**src/verilog/sram_fb_pkg.sv**
```systemverilog
package sram_fb_pkg;

    // ########################################################################
    // SRAM geometry
    // ########################################################################

    localparam int SRAM_AW = 20;  // Word address, 1M words
    localparam int SRAM_DW = 16;

    typedef logic [SRAM_AW-1:0] sram_addr_t;
    typedef logic [SRAM_DW-1:0] pixel_t;

    // ########################################################################
    // FIFO payloads and arbiter states
    // ########################################################################

    // One beat of the read stream, sof marks pixel 0 of a pass
    typedef struct packed {
        logic   sof;
        pixel_t pixel;
    } rd_beat_t;

    typedef enum logic [1:0] {
        IDLE,          // Choosing the next access
        REQ,           // Request raised, waiting for ack
        WAIT_ACK_LOW,  // Request dropped, waiting for the engine to let go of ack
        DONE           // One spare cycle before the next request
    } arb_state_e;

endpackage

```
**src/verilog/sram_cmd_if.sv**
```systemverilog
interface sram_cmd_if;
    import sram_fb_pkg::*;

    logic       req;
    logic       we;     // High for a write, low for a read
    sram_addr_t addr;
    pixel_t     wdata;
    logic       ack;
    pixel_t     rdata;  // Valid while ack is high on a read

    // Four-phase handshake, req and the command stay put until ack is seen
    modport arbiter (
        output req,
        output we,
        output addr,
        output wdata,
        input  ack,
        input  rdata
    );

    modport engine (
        input  req,
        input  we,
        input  addr,
        input  wdata,
        output ack,
        output rdata
    );

endinterface

```
**src/verilog/sram_arbiter_fsm.sv**
```systemverilog
module sram_arbiter_fsm #(
    parameter int FIFO_DEPTH = 8
) (
    input  logic                            i_clk,
    input  logic                            i_rst_n,
    input  logic                            i_wr_empty,
    output logic                            o_wr_pop,
    input  sram_fb_pkg::pixel_t             i_wr_pixel,
    input  logic [$clog2(FIFO_DEPTH+1)-1:0] i_rd_count,
    output logic                            o_rd_push,
    output sram_fb_pkg::rd_beat_t           o_rd_beat,
    input  sram_fb_pkg::sram_addr_t         i_wr_addr,
    input  sram_fb_pkg::sram_addr_t         i_rd_addr,
    input  logic                            i_rd_sof,
    input  logic                            i_frame_valid,
    output logic                            o_wr_done,
    output logic                            o_rd_done,
    sram_cmd_if.arbiter                     cmd
);
    import sram_fb_pkg::*;

    localparam int CW = $clog2(FIFO_DEPTH + 1);

    arb_state_e state_q;
    logic       rr_q;      // Last access was a write, so a waiting read goes first
    logic       sof_q;
    logic       wr_ok;
    logic       rd_ok;
    logic       issue;
    logic       issue_wr;
    logic       ack_seen;

    // ########################################################################
    // Access selection
    // ########################################################################

    // Only one access is ever outstanding and its beat is counted before IDLE
    assign wr_ok    = !i_wr_empty;
    assign rd_ok    = i_frame_valid && (i_rd_count < CW'(FIFO_DEPTH));
    assign issue_wr = wr_ok && (!rd_ok || !rr_q);
    assign issue    = (state_q == IDLE) && (wr_ok || rd_ok);
    assign ack_seen = (state_q == REQ) && cmd.ack;

    assign o_wr_pop  = issue && issue_wr;     // Pixel leaves the FIFO as it is latched
    assign o_wr_done = ack_seen && cmd.we;
    assign o_rd_done = ack_seen && !cmd.we;
    assign o_rd_push = o_rd_done;
    assign o_rd_beat = '{sof: sof_q, pixel: cmd.rdata};

    // ########################################################################
    // Handshake state machine
    // ########################################################################

    always_ff @(posedge i_clk or negedge i_rst_n) begin
        if (!i_rst_n) begin
            state_q <= IDLE;
            cmd.req <= 1'b0;
            cmd.we  <= 1'b0;
            rr_q    <= 1'b0;
            sof_q   <= 1'b0;
        end else begin
            case (state_q)
                IDLE: begin
                    if (issue) begin
                        cmd.req <= 1'b1;
                        cmd.we  <= issue_wr;
                        sof_q   <= !issue_wr && i_rd_sof;
                        state_q <= REQ;
                    end
                end
                REQ: begin
                    if (cmd.ack) begin
                        cmd.req <= 1'b0;
                        state_q <= WAIT_ACK_LOW;
                    end
                end
                WAIT_ACK_LOW: begin
                    if (!cmd.ack) begin
                        state_q <= DONE;
                    end
                end
                DONE: begin
                    rr_q    <= cmd.we;
                    state_q <= IDLE;
                end
                default: state_q <= IDLE;
            endcase
        end
    end

    // Command payload, held until the access is acknowledged
    always_ff @(posedge i_clk) begin
        if (issue) begin
            cmd.addr  <= issue_wr ? i_wr_addr : i_rd_addr;
            cmd.wdata <= i_wr_pixel;
        end
    end

endmodule

```
**src/flat_wrapper.sv**
```systemverilog
// flat-port wrapper written by rule: the top's interface ports become plain ports
module sram_arbiter_fsm_flat import sram_fb_pkg::*;
#(
    parameter int FIFO_DEPTH = 8
)
  (i_clk, i_rst_n, i_wr_empty, o_wr_pop, i_wr_pixel, i_rd_count, o_rd_push, o_rd_beat, i_wr_addr, i_rd_addr, i_rd_sof, i_frame_valid, o_wr_done, o_rd_done, cmd_req, cmd_we, cmd_addr, cmd_wdata, cmd_ack, cmd_rdata);
  sram_cmd_if cmd_i ();
  input  logic i_clk;
  input  logic i_rst_n;
  input  logic i_wr_empty;
  output logic o_wr_pop;
  input  sram_fb_pkg::pixel_t i_wr_pixel;
  input  logic [$clog2(FIFO_DEPTH+1)-1:0] i_rd_count;
  output logic o_rd_push;
  output sram_fb_pkg::rd_beat_t o_rd_beat;
  input  sram_fb_pkg::sram_addr_t i_wr_addr;
  input  sram_fb_pkg::sram_addr_t i_rd_addr;
  input  logic i_rd_sof;
  input  logic i_frame_valid;
  output logic o_wr_done;
  output logic o_rd_done;
  output wire logic [$bits(cmd_i.req)-1:0] cmd_req;
  output wire logic [$bits(cmd_i.we)-1:0] cmd_we;
  output wire logic [$bits(cmd_i.addr)-1:0] cmd_addr;
  output wire logic [$bits(cmd_i.wdata)-1:0] cmd_wdata;
  input wire logic [$bits(cmd_i.ack)-1:0] cmd_ack;
  input wire logic [$bits(cmd_i.rdata)-1:0] cmd_rdata;
  assign cmd_req = cmd_i.req;
  assign cmd_we = cmd_i.we;
  assign cmd_addr = cmd_i.addr;
  assign cmd_wdata = cmd_i.wdata;
  assign cmd_i.ack = cmd_ack;
  assign cmd_i.rdata = cmd_rdata;
  sram_arbiter_fsm #(.FIFO_DEPTH(FIFO_DEPTH)) u_core (.i_clk(i_clk), .i_rst_n(i_rst_n), .i_wr_empty(i_wr_empty), .o_wr_pop(o_wr_pop), .i_wr_pixel(i_wr_pixel), .i_rd_count(i_rd_count), .o_rd_push(o_rd_push), .o_rd_beat(o_rd_beat), .i_wr_addr(i_wr_addr), .i_rd_addr(i_rd_addr), .i_rd_sof(i_rd_sof), .i_frame_valid(i_frame_valid), .o_wr_done(o_wr_done), .o_rd_done(o_rd_done), .cmd(cmd_i));
endmodule
```
**config.mk**
```make
export PLATFORM = sky130hd
export DESIGN_NAME = sram_arbiter_fsm_flat
export DESIGN_NICKNAME = d
export VERILOG_FILES = /design/src/verilog/sram_fb_pkg.sv /design/src/verilog/sram_cmd_if.sv /design/src/verilog/sram_arbiter_fsm.sv /design/src/flat_wrapper.sv
export SDC_FILE = /design/constraint.sdc
export NUM_CORES = 1
export LEC_CHECK = 0
export BUFFER_PORTS_ARGS = -buffer_cell sky130_fd_sc_hd__buf_2
export CORE_ASPECT_RATIO = 0.75
export CORE_MARGIN = 2
export CORE_UTILIZATION = 36
export CTS_BUF_LIST = sky130_fd_sc_hd__clkbuf_16
export CTS_CLUSTER_SIZE = 24
export DETAILED_ROUTE_END_ITERATION = 7
export GPL_TIMING_DRIVEN = 0
export PLACE_DENSITY = 0.76
export SYNTH_ARGS = -nofsm -noshare
export SYNTH_HDL_FRONTEND = slang
export SYNTH_SLANG_ARGS = --single-unit
```
**constraint.sdc**
```tcl
create_clock -name i_clk -period 2.3 [get_ports i_clk]
set_clock_uncertainty 0.05 [all_clocks]
set_input_delay 0.46 -clock i_clk [delete_from_list [all_inputs] [get_ports i_clk]]
set_output_delay 0.46 -clock i_clk [all_outputs]
set_load 0.005 [all_outputs]
```
==> flow_summary.json <==
{
  "status": "completed",
  "syn-cell-area_sq_um": 1920,
  "numCtsBuffers": 5,
  "vias_per_cell": 4.33,
  "drt_first_iter_violations": 36,
  "core_sq_um": 5010,
  "portBuffers": 121,
  "seq_area_sq_um": 1230,
  "synth_seq_area_share": 0.641,
  "insertedDiodeCount": 0,
  "root_buffer": "clkbuf_16",
  "syn_to_final_growth_pct": 47.0,
  "clock_latency_ns": 0.28,
  "tightest_slew_ns": 0.423,
  "ys_types": 24,
  "grt_util_met1": 0.144,
  "synth_nets": 196,
  "avgSynthCellArea_sq_um": 17.5,
  "place_area_sq_um": 2640,
  "reg2reg_depth": 4,
  "ys_ff_latch": 42,
  "io-pin-count": 141,
  "finalNonFillerCells": 313,
  "die_w_um": 88.3,
  "routedWlPerCell_um": 13.2,
  "busiest_layer": "met2",
  "arrival_ns": 1.38,
  "dp_hpwl_um": 3360,
  "p_total_mw": 2.69,
  "p_leak_nw": 1.35,
  "hold_depth": 1,
  "period_needed_ns": 1.89,
  "cts_buffer_depth": 2,
  "slew_headroom": 0.717,
  "stdcell_area_sq_um": 2820,
  "first_global_vias": 1279,
  "cts_resized": 0,
  "yosys_warnings": 0,
  "fill_cells": 419,
  "vias": 1356,
  "endpoint_kind": "output port",
  "met2_usage": 0.241,
  "setup_violations": 0,
  "drv_cap": 0,
  "fmax_mhz": 529,
  "crit_type": "reg -> out",
  "grt_pass1_wl_um": 5820,
  "postLayoutCoreUtil": 0.563,
  "dr.pass1.iters": 2,
  "globalRouteOverflowTotal": 0,
  "wl_um": 4140,
  "drive_gt1_frac": 0.722,
  "timing.hold.ws_ns": 0.310,
  "report.final.slew_viol_count": 0,
  "die-area_sq_um": 5940,
  "power_density_nw_per_um2": 952,
  "drc": 0,
  "place_congestion": 0.851,
  "crit_required_ns": 1.79,
  "antenna_found_initial": 0,
  "post-route-period-util": 0.822,
  "start_kind": "flip-flop",
  "cts.clk_slew.worst_paths_ns": 0.06,
  "die_y_um": 67.3,
  "start_util": 0.383,
  "ir_drop_v": 0.000431,
  "htreeDepth": 2,
  "cp_max_fo": 4,
  "cts_tree": "done",
  "synthesis.instances": 110,
  "hold_violations": 0,
  "use_met3": 0.0465,
  "dp_cells": 304,
  "rsz0062_at_grt": "no",
  "multi_input_area_sq_um": 524,
  "min_path_type": "in -> reg",
  "grt_max_degree": 31,
  "nNetsFinal": 326,
  "clock-sinks": 42,
  "grtUsageTotal": 0.132,
  "antenna_left": 0,
  "placementRows": 22
}
-- flip-flops by register name (all words and copies together), names as in the netlist --
register          flops
u_core.cmd.we         1
u_core.rr_q           1
u_core.state_q        2
u_core.cmd.req        1
u_core.cmd.addr      20
u_core.sof_q          1
u_core.cmd.wdata     16
-- per-layer routing --
metal	vias up	part of all wire	routed length, um
met5	-	0	0
met4	0	0	0
met3	0	0.12	517
met2	104	0.48	1970
met1	605	0.40	1660
li1	647	-	-
-- stage by stage --
stage,setup TNS (ns),setup WS (ns)
floorplan,0,0.0381
global placement,-17.48,-0.464
detailed placement,0,0.421
CTS,0,0.397
global route,0,0.264
finish,0,0.409
-- worst paths after layout --
path	startpoint	to	slack, ns
max in group asynchronous	i_rst_n	u_core.cmd.we$_DFFE_PN0P_	1.55
min reg2reg	u_core.sof_q$_DFFE_PN0P_	u_core.sof_q$_DFFE_PN0P_	0.48
min in group asynchronous	i_rst_n	u_core.sof_q$_DFFE_PN0P_	0.50
min	i_wr_pixel[11]	u_core.cmd.wdata[11]$_DFFE_PP_	0.31
max	u_core.state_q[1]$_DFFE_PN0P_	o_rd_push	0.41
max reg2reg	u_core.state_q[0]$_DFFE_PN0P_	u_core.cmd.wdata[7]$_DFFE_PP_	0.44
-- layout make-up --
| class | instances | share of cell area |
|---|---|---|
| Clock buffer | 5 | 0.0443 |
| Buffer | 20 | 0.0559 |
| Multi-Input combinational cell | 44 | 0.186 |
| Inverter | 4 | 0.00532 |
| Timing Repair Buffer | 123 | 0.225 |
| Tap cell | 72 | 0.0319 |
| Sequential cell | 42 | 0.436 |
| Clock inverter | 3 | 0.0155 |
-- where the power goes --
part | total, mW | switching (mW) | internal [mW]
logic | 0.748 | 0.341 | 0.407
registers | 1.15 | 0.0770 | 1.07
clock network | 0.787 | 0.274 | 0.513
-- critical path: stages, from the launching register on --
cell and delay (ns):
dfrtp_1 0.40, inv_1 0.08, ha_1 0.19, nand2_1 0.10, nor2_1 0.12, buf_4 0.12, buf_2 0.09
-- cells in the final DEF, fill, tap and decap left out, types with 2 or more instances in the layout --
master     synthesis  final
buf_2              0    121
edfxtp_1          36     36
mux2_4            18     18
buf_4             18     18
dfrtp_1            6      6
clkbuf_16          0      5
inv_1              4      4
ha_1               4      4
mux2_1             3      3
buf_6              2      2
nand2b_1           2      2
and2_1             2      2
nor2_1             2      2
-- logic make-up after synthesis --
kind of cell / synth area share
DFF: 0.641
buffers and inverters: 0.0899
muxes: 0.164
and+or+nand+nor: 0.0339
AOI/OAI and AO/OA: 0.0449
adders and majority gates: 0.0261
-- synth_stat cells --
cell type  count  area share
o2111ai_1      1      0.0046
and2_4         1      0.0046
inv_1          4      0.0078
o221a_1        1      0.0059
nor2b_4        1      0.0072
nor2_1         2      0.0039
nand2b_1       2      0.0065
a21boi_2       1      0.0059
o21ai_1        1      0.0026
edfxtp_1      36        0.56
ha_1           4       0.026
o32a_1         1      0.0052
mux2_1         3       0.018
nand2_1        1      0.0020
mux2_2         1      0.0059
o2bb2ai_1      1      0.0046
mux2_4        18        0.14
a21oi_4        1      0.0085
buf_6          2       0.012
buf_4         18       0.070
and2_1         2      0.0065
a221oi_2       1      0.0078
dfrtp_1        6       0.078
nor2b_1        1      0.0033
-- timing repair --
item,in CTS,in global routing
endpoints found under the setup margin,0,0
hold endpoints to repair,6,0
setup buffers,0,0
hold buffers,1,0
Note: power is estimated with default switching activity, not from simulation.
