## config.mk

```make
export PLATFORM = sky130hd
export DESIGN_NAME = frame_addr_counter
export DESIGN_NICKNAME = d
export VERILOG_FILES = /design/src/verilog/sram_fb_pkg.sv /design/src/verilog/frame_addr_counter.sv
export SDC_FILE = /design/constraint.sdc
export NUM_CORES = 1
export LEC_CHECK = 0
export BUFFER_PORTS_ARGS = -buffer_cell sky130_fd_sc_hd__buf_2
export CAP_MARGIN = 15
export CORE_UTILIZATION = 58
export CTS_BUF_LIST = sky130_fd_sc_hd__clkbuf_2 sky130_fd_sc_hd__clkbuf_4 sky130_fd_sc_hd__clkbuf_8
export DETAILED_ROUTE_END_ITERATION = 10
export PLACE_DENSITY = 0.91
export SLEW_MARGIN = 0
export SYNTH_ARGS = -nofsm -noshare
export SYNTH_HDL_FRONTEND = slang
export SYNTH_SLANG_ARGS = --single-unit
```

## constraint.sdc

```tcl
create_clock -name i_clk -period 2.8 [get_ports i_clk]
set_clock_uncertainty 0.05 [all_clocks]
set_input_delay 0.14 -clock i_clk [delete_from_list [all_inputs] [get_ports i_clk]]
set_output_delay 0.14 -clock i_clk [all_outputs]
set_load 0.02 [all_outputs]
```

## src/verilog/sram_fb_pkg.sv

```systemverilog
package sram_fb_pkg;

    // ########################################################################
    // SRAM geometry
    // ########################################################################

    localparam int SRAM_AW = 20;  // Word address, 1M words
    localparam int SRAM_DW = 16;

    typedef logic [SRAM_AW-1:0] sram_addr_t;
    typedef logic [SRAM_DW-1:0] pixel_t;

    // ########################################################################
    // FIFO payloads and arbiter states
    // ########################################################################

    // One beat of the read stream, sof marks pixel 0 of a pass
    typedef struct packed {
        logic   sof;
        pixel_t pixel;
    } rd_beat_t;

    typedef enum logic [1:0] {
        IDLE,          // Choosing the next access
        REQ,           // Request raised, waiting for ack
        WAIT_ACK_LOW,  // Request dropped, waiting for the engine to let go of ack
        DONE           // One spare cycle before the next request
    } arb_state_e;

endpackage

```

## src/verilog/frame_addr_counter.sv

```systemverilog
module frame_addr_counter #(
    parameter int FRAME_PIXELS = 480000
) (
    input  logic                   i_clk,
    input  logic                   i_rst_n,
    input  logic                   i_wr_done,
    input  logic                   i_rd_done,
    output sram_fb_pkg::sram_addr_t o_wr_addr,
    output sram_fb_pkg::sram_addr_t o_rd_addr,
    output logic                   o_rd_sof,
    output logic                   o_frame_valid,
    output logic                   o_frame_done
);
    import sram_fb_pkg::*;

    localparam sram_addr_t LAST_PIXEL = sram_addr_t'(FRAME_PIXELS - 1);
    localparam sram_addr_t BANK1_BASE = sram_addr_t'(FRAME_PIXELS);

    sram_addr_t wr_cnt;
    sram_addr_t rd_cnt;
    logic       wr_bank;    // Bank being filled
    logic       done_bank;  // Newest complete bank
    logic       rd_bank;    // Bank of the current read pass
    logic       wr_wrap;

    assign wr_wrap = i_wr_done && (wr_cnt == LAST_PIXEL);

    assign o_wr_addr = (wr_bank ? BANK1_BASE : '0) + wr_cnt;
    assign o_rd_addr = (rd_bank ? BANK1_BASE : '0) + rd_cnt;
    assign o_rd_sof  = (rd_cnt == '0);

    always_ff @(posedge i_clk or negedge i_rst_n) begin
        if (!i_rst_n) begin
            wr_cnt        <= '0;
            wr_bank       <= 1'b0;
            done_bank     <= 1'b0;
            o_frame_valid <= 1'b0;
            o_frame_done  <= 1'b0;
        end else begin
            o_frame_done <= wr_wrap;
            if (wr_wrap) begin
                wr_cnt        <= '0;
                wr_bank       <= ~wr_bank;
                done_bank     <= wr_bank;
                o_frame_valid <= 1'b1;
            end else if (i_wr_done) begin
                wr_cnt <= wr_cnt + 1'b1;
            end
        end
    end

    // The arbiter never reports a write and a read in the same cycle
    always_ff @(posedge i_clk or negedge i_rst_n) begin
        if (!i_rst_n) begin
            rd_cnt  <= '0;
            rd_bank <= 1'b0;
        end else if (i_rd_done) begin
            if (rd_cnt == LAST_PIXEL) begin
                rd_cnt  <= '0;
                rd_bank <= done_bank;
            end else begin
                rd_cnt <= rd_cnt + 1'b1;
            end
        end
    end

endmodule

```

==> results of run 1 <==
==> worst max path at each step <==
stage / slack (ns) / from / end / depth (start not counted)
2_1_floorplan: 0.46 / rd_bank$_DFFE_PN0P_ / o_rd_addr[18] / 7
3_3_place_gp: 0.42 / rd_bank$_DFFE_PN0P_ / o_rd_addr[18] / 8
3_5_place_dp: 0.31 / rd_bank$_DFFE_PN0P_ / o_rd_addr[18] / 8
4_1_cts: 0.06 / rd_bank$_DFFE_PN0P_ / o_rd_addr[18] / 8
5_1_grt: -0.02 / rd_cnt[8]$_DFFE_PN0P_ / o_rd_addr[18] / 8
6_report: 0.12 / wr_bank$_DFFE_PN0N_ / o_wr_addr[19] / 6
==> metal layers <==
| layer | track usage, % | share of wire (%) |
|---|---|---|
| met4 | 6.73 | 0.80 |
| met3 | 3.47 | 3.9 |
| met5 | 0 | 0 |
| met1 | 28.6 | 42 |
| met2 | 44.8 | 53 |
==> final cells by class <==
class	count	share of cell area, %
clock inverter	2	0.400
multi-input combinational	255	52.1
tap	70	2.55
clock buffer	6	2.40
inverter	21	2.29
timing repair buffer	49	7.42
sequential	45	32.8
==> registers in the layout, summed over array words and instances (netlist names) <==
register,flops
o_frame_valid,1
o_frame_done,1
wr_cnt,20
wr_bank,1
done_bank,1
rd_cnt,20
rd_bank,1
==> what timing repair did <==
action / 4_1_cts / 5_1_grt
buffers inserted: 0 / 1
hold buffers: 1 / 0
hold endpoints to repair: 45 / 0
pin swaps: 0 / 1
endpoints found under the setup margin: 1 / 1
gates cloned: 0 / 0
gates resized for setup: 1 / 2
==> cell usage in the layout (no fill, tap or decap), drive strengths merged, types with 2 or more instances in the layout <==
cell type  instances
inv               21
or3                7
o21ai             11
fa                 2
or2                2
nand3             14
xnor2             32
nand4             22
ha                17
nand2             27
and4               2
buf               48
a21oi             10
o211ai             2
clkinv             2
xor2              15
nor2              27
dfrtp             45
a21o               6
and3               4
nor3              12
o311ai             3
nor4               9
clkbuf             6
a41oi              2
nor4b              2
mux2               2
a31oi              5
==> worst register-to-register path, stage by stage (launching register included) <==
cell	delay [ns]
dfrtp_1	0.52
nor4_1	0.49
nand4_1	0.41
nor2_4	0.37
mux2_1	0.35
==> power by group through the flow <==
stage	Clock (µW)	Sequential, µW	Combinational [µW]
final	425	867	356
after CTS	435	868	361
after floorplan	0	839	383
after detailed placement	0	882	358
after global routing	462	888	391
after global placement	0	872	349
==> through the flow <==
step | setup TNS [ns] | hold WS [ns]
4_1_cts | 0 | 0.0767
3_3_place_gp | 0 | 0.297
3_5_place_dp | 0 | 0.315
6_report | 0 | 0.0924
5_1_grt | -0.0170 | 0.104
2_1_floorplan | 0 | -0.206
==> cells by family after synthesis <==
logic type / count (synthesis) / synth area share [%]
buffers and inverters: 51 / 8.96
multiplexers: 3 / 1.02
AO/OA/AOI/OAI: 50 / 10.6
AND/OR/NAND/NOR: 136 / 23.5
flip-flops: 45 / 35.2
XOR/XNOR: 47 / 12.9
adder cells (fa/ha/maj): 19 / 7.90
==> results.toml, run 1 <==
[cells_and_area]
diodes = 0
final_area_um2 = 3440
area_growth_pct = 7.51
stdcell_count = 448
final_util_pct = 66.1
multi_input_area_um2 = 1790
regArea_um2 = 1130
nFillCells = 448
final_layout_size_suffix_gt1_share_pct = 18.8
finalNetCount = 400

[timing]
finalHoldViolCount = 0
relSlewSlack_pct = 34.6
final_max_slew_viol_count = 0
setup_viol = 0
worst_pin_slew_ns = 0.981
min_period_over_period_pct = 95.8
fin_ws_ns = 0.117
min_period_ns = 2.68
fmax_ghz = 0.373

[grt]
grt_max_degree = 46
grt_pass1_vias = 2599
grt_pass1_wl_um = 11600
antenna_found_initial = 0
track_usage_pct = 24.1
grt_overflow = 0

[critical_path]
crit_family = "simple AND/OR/NAND/NOR gates"
crit_type = "flop to primary output"
critPathRequiredTime_ns = 2.61
worstPathCellList = "ha_1 > nand4_1 > or4b_2 > a21bo_2 > o211ai_1 > buf_2"
r2r_slack_ns = 0.50
r2r-end = "rd_bank$_DFFE_PN0P_"
rr_startpoint = "rd_cnt[15]$_DFFE_PN0P_"
r2r_cells = 4
worstPathArrival_ns = 2.49
cp_max_fo = 9
crit_path_max_incr_delay_ns = 0.67
crit_path_start_kind = "flop"
worst-path-buf-inv = 1
cp-end-kind = "primary output"
slowest_stage = "or4b_2"

[floorplan]
dieArea_um2 = 5810
core_region_area_um2 = 5200
initial_core_util_pct = 61.4
die_w_um = 76.3
die_h_um = 76.3
rows = 26
ios = 47

[placed_design]
dp_hpwl_um = 4900
dp.cells = 438
numPortBuffers = 46
placed_cell_area_um2 = 3320
dp_slack_ns = 0.313
finalWeightedCongestion = 0.869

[pwr]
p_int_uw = 1060
clock_power_share_pct = 25.8
pwr-share-comb_pct = 21.6
switchingPower_uw = 585
p_leak_uw = 0.00160
switching_share_pct = 35.5
seqPwrFrac_pct = 52.6
power_density_nw_per_um2 = 479
vdd_ir_drop_max_mv = 0.413
power_uw = 1650

[logic_synthesis]
yosys-top-cells-count = "dfrtp_1, xnor2_1, nand2_1, nor2_1, inv_1"
yosysSeqAreaShare_pct = 35.2
synth.top_cell.area_share_pct = 35.2
synth_edf_count = 0
ys_warn_count = 0
async_flop_share_pct = 100
syn_area_um2 = 3200
yosys.area.top_type = "dfrtp_1"
synth_cells = 351
yosysMostFrequentCell = "dfrtp_1"
synth_seq_cells = 45
syn_avg_cell_area_um2 = 9.11
synthFlopType = "dfrtp_1"
synth_nets = 374
synth.distinct_cells = 57
synth.area.top_cells = "dfrtp_1, xnor2_1, ha_1, buf_4, xor2_1"

[drt]
dr.first_iter.drc_count = 158
dr.pass1.iters = 5
wl_per_cell_um = 14.9
vias_per_cell = 5.89
finalWirelength_um = 6660
antenna_left = 0
drc = 0
num_vias = 2639

[clock_network]
clk_pin_slew_ns = 0.09
cts_tree = "built"
cts_max_level = 2
cts_buffers = 5
clock-sinks = 45
insertion_delay_ns = 0.30
clockBufferDepth = 2
cts_root_buf = "clkbuf_8"

[worst_hold_path]
hold_class = "input pin to flop"
whs_endpoint = "wr_cnt[1]$_DFFE_PN0P_"
min-delay-start = "i_wr_done"
min_path_cells = 2

[status]
run_status = "finished clean"

[flow_run]
maxCapViolCount = 0
(Power assumes the default switching activity.)
==> inputs of run 2 (changes only) <==
- PLACE_DENSITY: 0.91 -> 0.81
==> run 2 against run 1 <==
Core utilization increased by 0.096 points. Non-clock buffer count up 1. Die area did not move. Worst hold slack got worse by 0.0079 ns. Combinational power about the same. Highest routed layer unchanged. Routed wire length down 0.17%.
==> results.toml, run 2 (synthesis results as in run 1) <==
[timing]
relSlewSlack_pct = 34.5
final_max_slew_viol_count = 0
setup_tns_ns = 0
setup_viol = 0
finalHoldViolCount = 0
min_period_over_period_pct = 95.5
fmax_ghz = 0.374
worst_pin_slew_ns = 0.983
min_period_ns = 2.67

[floorplan]
dieArea_um2 = 5810
ios = 47
die_h_um = 76.3
initial_core_util_pct = 61.4
rows = 26
core_region_area_um2 = 5200
die_w_um = 76.3

[cells_and_area]
multi_input_area_um2 = 1800
regArea_um2 = 1130
final_layout_size_suffix_gt1_share_pct = 19.3
layout_commonest_cell = "buf_2"
finalNetCount = 401
nFillCells = 427
final_area_um2 = 3440
diodes = 0
final_util_pct = 66.2
area_growth_pct = 7.67
stdcell_count = 448
top_regs = "rd_cnt (20), wr_cnt (20)"
mostFrequentLayoutCells = "buf_2, dfrtp_1, xnor2_1"

[clock_network]
cts_root_buf = "clkbuf_8"
clk_pin_slew_ns = 0.08
insertion_delay_ns = 0.30
clock-sinks = 45
cts_buffers = 5
cts_tree = "built"
cts_max_level = 2
clockBufferDepth = 2

[critical_path]
worstPathCellList = "ha_2 > nand4_1 > or4b_2 > a21bo_2 > o211ai_1 > buf_2"
critPathRequiredTime_ns = 2.61
cp_max_fo = 9
crit_family = "simple AND/OR/NAND/NOR gates"
crit_type = "flop to primary output"
crit_path_max_incr_delay_ns = 0.65
cp-end-kind = "primary output"
worstPathArrival_ns = 2.48
crit_path_start_kind = "flop"
worst-path-buf-inv = 1
slowest_stage = "or4b_2"

[grt]
grt_max_degree = 46
grt_overflow = 0
grt_pass1_wl_um = 11400
antenna_found_initial = 0
grt_pass1_vias = 2516
track_usage_pct = 24.4

[drt]
vias_per_cell = 5.82
num_vias = 2607
dr.pass1.iters = 5
dr_wl_met2_um = 3510
topRoutingLayerUsed = "met4"
antenna_left = 0
met1_length_um = 2820
wl_per_cell_um = 14.8
wl_met3_um = 238
drc = 0
dr.first_iter.drc_count = 145
finalWirelength_um = 6650

[placed_design]
placed_cell_area_um2 = 3320
dp_hpwl_um = 4910
finalWeightedCongestion = 0.847
dp.cells = 439
numPortBuffers = 46

[pwr]
power_density_nw_per_um2 = 475
p_leak_uw = 0.00161
power_uw = 1640
vdd_ir_drop_max_mv = 0.382

[status]
run_status = "finished clean"

[flow_run]
maxCapViolCount = 0

[worst_hold_path]
hold_class = "input pin to flop"
==> run 2: power by group <==
part	total (µW)	switching, µW	internal, µW	leakage, µW
clock network	417	211	206	0.0000477
registers	867	141	726	0.000580
logic	353	217	136	0.000978
==> run 2: path summary, 6_finish.rpt <==
check	from	endpoint	slack [ns]	cells past startpoint
setup reg to reg	rd_cnt[15]$_DFFE_PN0P_	rd_bank$_DFFE_PN0P_	0.60	4
setup / recovery	wr_bank$_DFFE_PN0N_	o_wr_addr[19]	0.13	6
max in group asynchronous	i_rst_n	rd_bank$_DFFE_PN0P_	1.54	2
min in group asynchronous	i_rst_n	rd_cnt[2]$_DFFE_PN0P_	0.49	2
hold reg to reg	o_frame_valid$_DFFE_PN0N_	o_frame_valid$_DFFE_PN0N_	0.43	1
hold / removal	i_wr_done	wr_cnt[1]$_DFFE_PN0P_	0.08	2
==> run 2: worst reg2reg max path, stage by stage, from the launching register on <==
cell and delay [ns]:
dfrtp_1 0.52, nor4_1 0.42, nand4_1 0.37, nor2_4 0.37
mux2_1 0.35
==> run 2: stage by stage <==
step                      hold slack (ns)  setup WS, ns
final                              0.0845         0.125
after global routing               0.0899      -0.00156
after CTS                          0.0738        0.0608
after detailed placement            0.306         0.309
after global placement              0.295         0.409
after floorplan                    -0.206         0.458
==> run 2: final cells by class <==
type | instances | area share [%]
timing repair buffer | 50 | 7.63
multi-input combinational | 255 | 52.1
inverter | 21 | 2.29
clock buffer | 7 | 2.62
tap | 70 | 2.54
sequential | 45 | 32.8
==> run 2: timing repair <==
| action | CTS | global route |
|---|---|---|
| gates resized for setup | 1 | 4 |
| hold buffers | 1 | 0 |
| gates cloned | 0 | 0 |
| buffers inserted | 0 | 1 |
| setup endpoints to repair | 1 | 2 |
| endpoints found under the hold margin | 45 | 0 |
==> run 2: routing by layer <==
layer  vias to the layer above  GRT usage (%)
li1                       1282              -
met3                         9           4.55
met5                         -              0
met2                        71           45.3
met4                         0           8.65
met1                      1245           27.7
