[src/verilog/sync_fifo.sv]
module sync_fifo #(
    parameter type payload_t  = logic [15:0],
    parameter int  FIFO_DEPTH = 8
) (
    input  logic                            i_clk,
    input  logic                            i_rst_n,
    input  logic                            i_push,
    input  payload_t                        i_data,
    input  logic                            i_pop,
    output payload_t                        o_data,
    output logic                            o_full,
    output logic                            o_empty,
    output logic [$clog2(FIFO_DEPTH+1)-1:0] o_count
);

    localparam int PW = (FIFO_DEPTH > 1) ? $clog2(FIFO_DEPTH) : 1;
    localparam int CW = $clog2(FIFO_DEPTH + 1);

    payload_t      mem [FIFO_DEPTH];
    logic [PW-1:0] wr_ptr;
    logic [PW-1:0] rd_ptr;
    logic [CW-1:0] count_q;
    logic [CW-1:0] count_d;
    logic          do_push;
    logic          do_pop;

    // Pointers wrap at the depth, which need not be a power of two
    function automatic logic [PW-1:0] ptr_inc(input logic [PW-1:0] ptr);
        return (ptr == PW'(FIFO_DEPTH - 1)) ? '0 : ptr + 1'b1;
    endfunction

    assign do_push = i_push && !o_full;   // A push into a full FIFO is lost
    assign do_pop  = i_pop && !o_empty;
    assign count_d = count_q + CW'(do_push) - CW'(do_pop);

    assign o_data  = mem[rd_ptr];
    assign o_count = count_q;

    always_ff @(posedge i_clk) begin
        if (do_push) begin
            mem[wr_ptr] <= i_data;
        end
    end

    always_ff @(posedge i_clk or negedge i_rst_n) begin
        if (!i_rst_n) begin
            wr_ptr  <= '0;
            rd_ptr  <= '0;
            count_q <= '0;
            o_full  <= 1'b0;
            o_empty <= 1'b1;
        end else begin
            if (do_push) begin
                wr_ptr <= ptr_inc(wr_ptr);
            end
            if (do_pop) begin
                rd_ptr <= ptr_inc(rd_ptr);
            end
            count_q <= count_d;
            o_full  <= (count_d == CW'(FIFO_DEPTH));
            o_empty <= (count_d == '0);
        end
    end

endmodule

[config.mk]
export PLATFORM = sky130hd
export DESIGN_NAME = sync_fifo
export DESIGN_NICKNAME = d
export VERILOG_FILES = /design/src/verilog/sync_fifo.sv
export SDC_FILE = /design/constraint.sdc
export NUM_CORES = 1
export LEC_CHECK = 0
export ABC_AREA = 1
export BUFFER_PORTS_ARGS = -buffer_cell sky130_fd_sc_hd__buf_4
export CAP_MARGIN = 30
export CELL_PAD_IN_SITES_DETAIL_PLACEMENT = 1
export CELL_PAD_IN_SITES_GLOBAL_PLACEMENT = 1
export CORE_MARGIN = 2
export CORE_UTILIZATION = 47
export CTS_CLUSTER_DIAMETER = 120
export DETAILED_ROUTE_END_ITERATION = 10
export HOLD_SLACK_MARGIN = 0.06
export PLACE_DENSITY_LB_ADDON = 0.1
export SYNTH_ARGS = -nofsm -noshare
export SYNTH_HDL_FRONTEND = slang
export SYNTH_SLANG_ARGS = --single-unit
[constraint.sdc]
create_clock -name i_clk -period 2.4 [get_ports i_clk]
set_input_delay 0.36 -clock i_clk [delete_from_list [all_inputs] [get_ports i_clk]]
set_output_delay 0.36 -clock i_clk [all_outputs]
set_load 0.02 [all_outputs]
==> impl_metrics.ini, run 1 <==
[timing]
setup_tns_ns = 0
max_slew_margin = 0.6812
skew_ns = 0.004036
tightest_slew_ns = 0.4775
hold_ws_ns = 0.1734
finalCriticalPeriod_ns = 2.250
rsz0062_at_grt = no
drv_slew = 0
timing.final.hold_violations = 0
fin_crit_sh = 0.9376
fmax_ghz = 0.4444
setup_viol = 0

[worst_setup_path]
rr_endpoint = o_full$_DFF_PN0_
rr_worst_depth = 9
rrSetupSlack_ns = 0.32
arrival_ns = 1.89
required_ns = 2.04
path_class = flop to primary output
critPathLaunchType = flop
crit_path_end_kind = primary output
crit_fanout = 66
r2r_start = o_full$_DFF_PN0_

[route]
postRouteAntennaNets = 0
post_drt_via_cell_ratio = 4.991
first_iter_violations = 328
wl_per_cell_microns = 17.83
dr.pass1.iters = 7
via_count = 4427
routed_wl_microns = 15810
drc = 0

[global_routing]
antenna_found_initial = 0
grt_pass1_wl_microns = 25150
grt_use_total = 0.2363
grt_start_max_net_pins = 67
grt_pass1_vias = 4844
overflow = 0

[power_and_ir_drop]
powerDensity_mw_per_mm2 = 1255
total_power_w = 0.009294
total_leakage_power_nw = 3.515
vdd_ir_drop_max_v = 0.0006685

[logic_synthesis]
netlist_area_sq_mm = 0.006316
syn-num-nets = 670
avgSynthCellArea_sq_um = 9.853
ys_seq_elements = 140
syn_inst = 641
ys_types = 20
ys_seq_area_frac = 0.6563
synth_warnings = 0

[min_path]
hold_depth = 1
min_path_type = input pin to flop
min_to = mem[2][11]$_DFFE_PP_
min_from = i_data[11]

[floorplan]
fp.dieH_microns = 119.9
initial_core_util = 0.4788
io_pins = 42
coreArea_sq_mm = 0.01319
die-area_sq_mm = 0.01438
rows = 42
die_w_microns = 119.9

[clock_network]
cts_buffers = 17
insertion_delay_ns = 0.42
clockBufferDepth = 2
htree_levels = 4
clk_pin_slew_ns = 0.06
numClockSinks = 140
cts_tree = done
root_buffer = clkbuf_16

[finish]
fin_util = 0.5613
n_antenna_cell = 0
drive_gt1_frac = 0.1294
area_growth_pct = 17.21
nNetsFinal = 727
design_area_sq_mm = 0.007403
layout_common_cells = nand2_1 (232), inv_1 (141), edfxtp_1 (128)
final_common_cell = nand2_1

[placed_design]
placedInstanceArea_sq_mm = 0.006843
port_buffers = 41
place_congestion = 0.7625
dp_hpwl_microns = 9150

[run_status]
status = completed

[run]
maxCapViolations = 0
[routing by layer]
metal / up-vias / part of all wire / track usage
met4: 0 / 0.023 / 0.09926
met2: 74 / 0.52 / 0.4151
met5: - / 0 / 0
met3: 32 / 0.029 / 0.04848
met1: 2225 / 0.43 / 0.2816
li1: 2096 / - / -
[worst max path at each step]
stage                                     start                 to  depth (start not counted)
final                     rd_ptr[0]$_DFFE_PN0P_         o_data[14]                          7
after global routing      rd_ptr[0]$_DFFE_PN0P_         o_data[14]                          7
after CTS                 rd_ptr[0]$_DFFE_PN0P_         o_data[14]                          8
after detailed placement                 i_push   o_full$_DFF_PN0_                         11
after global placement                   i_push   o_full$_DFF_PN0_                         11
after floorplan                o_full$_DFF_PN0_  o_empty$_DFF_PN1_                          9
[synthesized netlist by cell type]
| library cell | count | area [sq um] |
|---|---|---|
| fa_1 | 1 | 20.02 |
| o21a_1 | 1 | 7.510 |
| ha_1 | 8 | 100.1 |
| edfxtp_1 | 128 | 3844 |
| buf_6 | 11 | 123.9 |
| nor2_2 | 1 | 6.260 |
| buf_1 | 1 | 3.750 |
| dfstp_2 | 1 | 26.28 |
| inv_2 | 4 | 15.01 |
| xnor2_1 | 1 | 8.760 |
| dfrtp_1 | 11 | 275.3 |
| buf_4 | 1 | 7.510 |
| or2_1 | 1 | 6.260 |
| buf_2 | 11 | 55.05 |
| inv_1 | 141 | 529.3 |
| nand3_1 | 67 | 335.3 |
| nand2_1 | 232 | 870.8 |
| nor2_1 | 15 | 56.30 |
| o21ai_1 | 3 | 15.01 |
| o21ai_0 | 2 | 10.01 |
[flip-flops by register name, indices dropped and copies added, names as in the netlist]
register  count
wr_ptr        3
rd_ptr        3
o_count       4
o_full        1
mem         128
o_empty       1
[where the power goes]
group	switching (W)	internal [W]	leakage, nW	total (W)
clock	0.000946	0.00150	0.269	0.00244
combinational	0.00243	0.00122	1.94	0.00364
sequential	0.000144	0.00307	1.30	0.00321
[critical path: stages, from the launching register on]
cell and delay, ns:
dfrtp_2 0.40, buf_8 0.38, nand2_1 0.11, nand3_1 0.11, nand2_1 0.07, nand2_1 0.07
nand2_1 0.10, buf_4 0.17
[final cells by class]
cell class / count / area, sq um
Multi-Input combinational cell: 332 / 1436
Sequential cell: 140 / 4146
Clock buffer: 20 / 436.7
Tap cell: 176 / 220.2
Timing Repair Buffer: 62 / 513.0
Fill cell: 1478 / 5787
Clock inverter: 12 / 103.9
Inverter: 145 / 546.8
[cell families (layout without fill, tap and decap cells)]
| kind of cell | after synthesis | in the layout | synth area share |
|---|---|---|---|
| xor+xnor | 1 | 1 | 0.001387 |
| buf+inv | 169 | 239 | 0.1163 |
| simple gates | 316 | 316 | 0.2019 |
| flops | 140 | 140 | 0.6563 |
| compound gates | 6 | 6 | 0.005150 |
| fa+ha+maj | 9 | 9 | 0.01902 |
[stage by stage]
stage | std cells | setup slack, ns
6_report | 887 | 0.1498
5_1_grt | 887 | 0.03936
3_3_place_gp | 854 | 0.4276
3_5_place_dp | 854 | 0.2330
4_1_cts | 887 | 0.02875
2_1_floorplan | 641 | 0.3525
[repair_timing]
action                                  4_1_cts  5_1_grt
buffers inserted                              0        0
endpoints found under the hold margin        12        0
endpoints found under the setup margin        8        4
gates resized for setup                       1        4
hold buffers                                  1        0
Power figures use the tool's default switching activity.
==> run 2, diff against run 1 <==
- CORE_ASPECT_RATIO: not set -> 1.2
==> run 2 against run 1 <==
  * Via count fell by 1.8%
  * Cell count fell by 1.2%
  * Clock-buffer cell count fell by 2
  * Critical path depth did not move
  * Combinational power fell by 5%
  * Fmax fell by 0.43%
  * Die area barely moved
  * Worst setup slack got worse by 0.0096 ns
  * Clock skew rose by 0.0050 ns
  * Non-clock buffer count fell by 3
  * Utilization barely moved
  * Sequential cell count did not move
  * Critical endpoint is now o_data[1]
==> impl_metrics.ini, run 2 (synthesis results as in run 1) <==
[worst_setup_path]
slowest_delay_ns = 0.38
slowest_stage = dfrtp_1
crit_path_frequent_cell = nand2_1
path_delay_family = buffers and inverters
crit_fanout = 18
path_class = flop to primary output
crit_path_cell_trace = clkinv_2, buf_4, nand3_1, nand2_1, nand2_1, nand2_1, buf_4
path_buf_inv = 3
required_ns = 2.04
crit_path_end_kind = primary output
arrival_ns = 1.90
critPathLaunchType = flop

[power_and_ir_drop]
vdd_ir_drop_max_v = 0.0006055
powerDensity_mw_per_mm2 = 1257
total_leakage_power_nw = 3.491

[global_routing]
grt_pass1_vias = 4601
busiest_layer = met2
grt_pass1_wl_microns = 23160
grt_use_total = 0.2226
grt_start_max_net_pins = 67
antenna_found_initial = 0
met3_usage = 0.05407
use_met1 = 0.2639
overflow = 0
grtUsageMet2 = 0.3887

[route]
drc = 0
routed_wl_microns = 14440
postRouteAntennaNets = 0
wl_per_cell_microns = 16.49
post_drt_via_cell_ratio = 4.963
dr.pass1.iters = 4
first_iter_violations = 129
via_count = 4348

[timing]
finalCriticalPeriod_ns = 2.260
skew_ns = 0.009051
layout_setup_ws_ns = 0.1401
max_slew_margin = 0.6875
fmax_ghz = 0.4425
drv_slew = 0
fin_crit_sh = 0.9416
tightest_slew_ns = 0.4681
timing.final.hold_violations = 0
setup_viol = 0
setup_tns_ns = 0
rsz0062_at_grt = no

[finish]
layout_common_cells = nand2_1 (232), inv_1 (141), edfxtp_1 (128)
max_flop_register = mem
nNetsFinal = 724
largest_register_ffs = 128
drive_gt1_frac = 0.1356
area_growth_pct = 17.18
final_common_cell = nand2_1
n_antenna_cell = 0
fin_util = 0.5615

[clock_network]
clockBufferDepth = 2
insertion_delay_ns = 0.42
numClockSinks = 140
clk_pin_slew_ns = 0.06
cts_buffers = 17
root_buffer = clkbuf_16
cts_tree = done
htree_levels = 4

[floorplan]
initial_core_util = 0.4792
io_pins = 42
die_w_microns = 109.8
rows = 46
coreArea_sq_mm = 0.01318
die-area_sq_mm = 0.01439
fp.dieH_microns = 131.0

[placed_design]
post-place-ws_ns = 0.3437
dp_hpwl_microns = 8656
port_buffers = 41
place_congestion = 0.7289

[run_status]
status = completed

[min_path]
min_path_type = input pin to flop

[run]
maxCapViolations = 0
run 2: metal layers:
metal | vias to the layer above | share of wire
li1 | 2096 | -
met1 | 2152 | 0.41
met2 | 77 | 0.53
met3 | 23 | 0.041
met4 | 0 | 0.018
met5 | - | 0
run 2: final timing paths:
check                                 startpoint                   end  slack, ns  cells past startpoint
max in group asynchronous                i_rst_n     o_empty$_DFF_PN1_       1.86                      2
max                        rd_ptr[1]$_DFFE_PN0P_             o_data[1]       0.14                      7
min                                    i_data[0]   mem[3][0]$_DFFE_PP_       0.17                      1
max reg2reg                     o_full$_DFF_PN0_      o_full$_DFF_PN0_       0.41                      9
min in group asynchronous                i_rst_n  o_count[3]$_DFF_PN0_       0.31                      2
min reg2reg                 o_count[0]$_DFF_PN0_  o_count[0]$_DFF_PN0_       0.54                      1
run 2: final cells by class:
cell class	instances	area, sq um
Clock buffer	18	429.2
Fill cell	1448	5779
Clock inverter	14	171.4
Sequential cell	140	4146
Inverter	145	545.5
Tap cell	168	210.2
Multi-Input combinational cell	332	1436
Timing Repair Buffer	59	461.7
run 2: report_power, final:
part	switching, W	internal (W)	total (W)
Clock	0.00101	0.00163	0.00264
Sequential	0.000138	0.00306	0.00320
Combinational	0.00230	0.00116	0.00346
run 2: per-stage QoR:
step	instances	hold WS, ns	area [sq um]	power (W)
after global routing	876	0.1562	7401	0.009931
after global placement	843	0.2072	6785	0.006595
after CTS	876	0.1560	7396	0.009407
final	876	0.1675	7401	0.009301
after detailed placement	843	0.2119	6785	0.006752
after floorplan	641	0.06441	6316	0.005615
run 2: repair_timing:
action | in CTS | in global routing
endpoints found under the hold margin | 12 | 0
gates resized for setup | 0 | 2
endpoints found under the setup margin | 0 | 7
hold buffers | 1 | 0
buffers inserted | 0 | 0
==> run 3, diff against run 2 <==
- ABC_AREA: 1 -> not set
- CORE_UTILIZATION: 47 -> 52
==> run 3 against run 2 <==
  * The flow now finishes with violations (negative setup slack)
  * Combinational power increased by 1%
  * Clock-buffer cell count is 1 lower
  * Critical path type unchanged
  * Die area down 19%
  * Cell count is 47% lower
  * Total power up 1.7%
==> impl_metrics.ini, run 3 <==
[run_status]
status = finished with violations
violations = negative setup slack

[timing]
finalCriticalPeriod_ns = 2.476
tightest_slew_ns = 0.5406
fin_crit_sh = 1.032
fmax_ghz = 0.4039
layout_setup_ws_ns = -0.07583
max_slew_margin = 0.6376
timing.final.hold_violations = 0
drv_slew = 0
rsz0062_at_grt = yes
setup_viol = 15
skew_ns = 0.006017
setup_tns_ns = -0.6665
hold_ws_ns = 0.1689

[min_path]
min_from = i_data[11]
hold_depth = 1
min_to = mem[1][11]$_DFFE_PP_
min_path_type = input pin to flop

[finish]
final_common_cell = edfxtp_1
drive_gt1_frac = 0.4745
fin_util = 0.6556
nNetsFinal = 349
seqCellArea_sq_mm = 0.004146
area_growth_pct = 23.40
largest_register_ffs = 128
n_antenna_cell = 0
multi_input_area_sq_mm = 0.001300
fillers = 853
max_flop_register = mem
layout_common_cells = edfxtp_1 (128), buf_4 (46), mux4_2 (32)

[floorplan]
initial_core_util = 0.5312
rows = 41
die_w_microns = 98.62
fp.dieH_microns = 117.5
coreArea_sq_mm = 0.01052
die-area_sq_mm = 0.01159
io_pins = 42

[placed_design]
dp_hpwl_microns = 6005
place_congestion = 0.6832
port_buffers = 41

[logic_synthesis]
ys_seq_area_frac = 0.7420
synth_edf_count = 128
synth_common_cells = edfxtp_1 (128), mux4_1 (29), mux2_2 (21)
async_flop_share = 0.08571
syn-num-nets = 273
synth_warnings = 0
ys.flop_type = edfxtp_1
synth_area_leaders = edfxtp_1 (69%), mux4_1 (14%), dfrtp_1 (4.9%)
ys_seq_elements = 140
yosysMostFrequentCell = edfxtp_1
yosys.area.top_type = edfxtp_1
syn_inst = 244
yosysTopAreaCellShare = 0.6880
netlist_area_sq_mm = 0.005587
avgSynthCellArea_sq_um = 22.90
ys_types = 29

[worst_setup_path]
r2r_start = o_empty$_DFF_PN1_
rr_worst_depth = 8
path_class = flop to primary output
rr_endpoint = o_empty$_DFF_PN1_
rrSetupSlack_ns = 0.12
required_ns = 2.04
critPathLaunchType = flop
crit_path_end_kind = primary output
arrival_ns = 2.12
crit_fanout = 6

[power_and_ir_drop]
powerDensity_mw_per_mm2 = 1371
total_leakage_power_nw = 2.451
vdd_ir_drop_max_v = 0.0007267
total_power_w = 0.009455

[clock_network]
numClockSinks = 140
insertion_delay_ns = 0.42
cts_buffers = 17
clockBufferDepth = 2
clk_pin_slew_ns = 0.06
htree_levels = 4
root_buffer = clkbuf_16
cts_tree = done

[global_routing]
overflow = 0
antenna_found_initial = 0
grt_pass1_wl_microns = 17560
grt_start_max_net_pins = 23
grt_pass1_vias = 2936
grt_use_total = 0.2140

[route]
via_count = 2712
drc = 0
dr.pass1.iters = 4
routed_wl_microns = 11730
wl_per_cell_microns = 25.39
postRouteAntennaNets = 0
post_drt_via_cell_ratio = 5.870
first_iter_violations = 163

[run]
maxCapViolations = 0
run 3: cell types whose count changed in the layout (fill, tap and decap cells not counted), moves of 9 or more:
cell,delta
mux4_2,+32
mux2_4,+9
buf_6,+13
nand3_1,-66
buf_4,-10
mux2_2,+12
nand2_1,-231
nor2_1,-10
inv_1,-137
run 3: worst max path at each step:
| stage | endpoint | start | slack, ns | cells after the start |
|---|---|---|---|---|
| global placement | o_empty$_DFF_PN1_ | i_pop | 0.13 | 9 |
| finish | o_data[6] | rd_ptr[0]$_DFFE_PN0P_ | -0.08 | 5 |
| floorplan | o_empty$_DFF_PN1_ | o_full$_DFF_PN0_ | 0.003 | 9 |
| detailed placement | o_empty$_DFF_PN1_ | i_pop | 0.08 | 9 |
| global route | o_data[15] | rd_ptr[0]$_DFFE_PN0P_ | -0.11 | 5 |
| CTS | o_data[12] | rd_ptr[0]$_DFFE_PN0P_ | -0.06 | 5 |
run 3: repair_timing:
item,in CTS,in global routing
setup endpoints to repair,16,16
setup buffers,4,1
pin swaps,0,0
gates resized for setup,42,17
hold buffers,1,0
cloned,3,1
hold endpoints to repair,12,0
run 3: layer usage:
metal  share of wire  track usage  up-vias
li1                -            -     1161
met1            0.43       0.2817     1462
met2            0.52       0.3469       67
met3           0.030      0.04632       22
met4           0.023      0.09075        0
met5               0            0        -
run 3: per-stage QoR:
stage	std cells	area (sq um)	setup WS [ns]
floorplan	244	5594	0.002740
global placement	421	6177	0.1279
detailed placement	421	6177	0.08400
CTS	461	6855	-0.06061
global route	462	6894	-0.1121
finish	462	6894	-0.07583
run 3: area by class of cell:
| class | instances | share of cell area |
|---|---|---|
| Timing Repair Buffer | 68 | 0.09764 |
| Tap cell | 129 | 0.02341 |
| Clock buffer | 17 | 0.06171 |
| Clock inverter | 15 | 0.02505 |
| Inverter | 4 | 0.002178 |
| Multi-Input combinational cell | 89 | 0.1886 |
| Sequential cell | 140 | 0.6015 |
run 3: critical path, stage by stage, from the launching register on:
cell,delay [ns]
dfrtp_2,0.45
buf_4,0.15
buf_12,0.13
mux4_2,0.52
mux2_2,0.29
buf_4,0.16
run 3: where the power goes:
part	leakage [nW]	internal, W	total (W)	switching, W
registers	1.30	0.00309	0.00332	0.000225
clock network	0.281	0.00163	0.00263	0.00100
logic	0.869	0.00185	0.00351	0.00166
total	2.45	0.00657	0.00945	0.00288
run 3: cells by family after synthesis:
logic type | after synthesis | synth area share
flip-flops | 140 | 0.7420
multiplexers | 53 | 0.1908
AND/OR/NAND/NOR | 21 | 0.01949
buffers and inverters | 15 | 0.01814
adder cells (fa/ha/maj) | 9 | 0.02150
AO/OA/AOI/OAI | 4 | 0.004928
XOR/XNOR | 2 | 0.003136
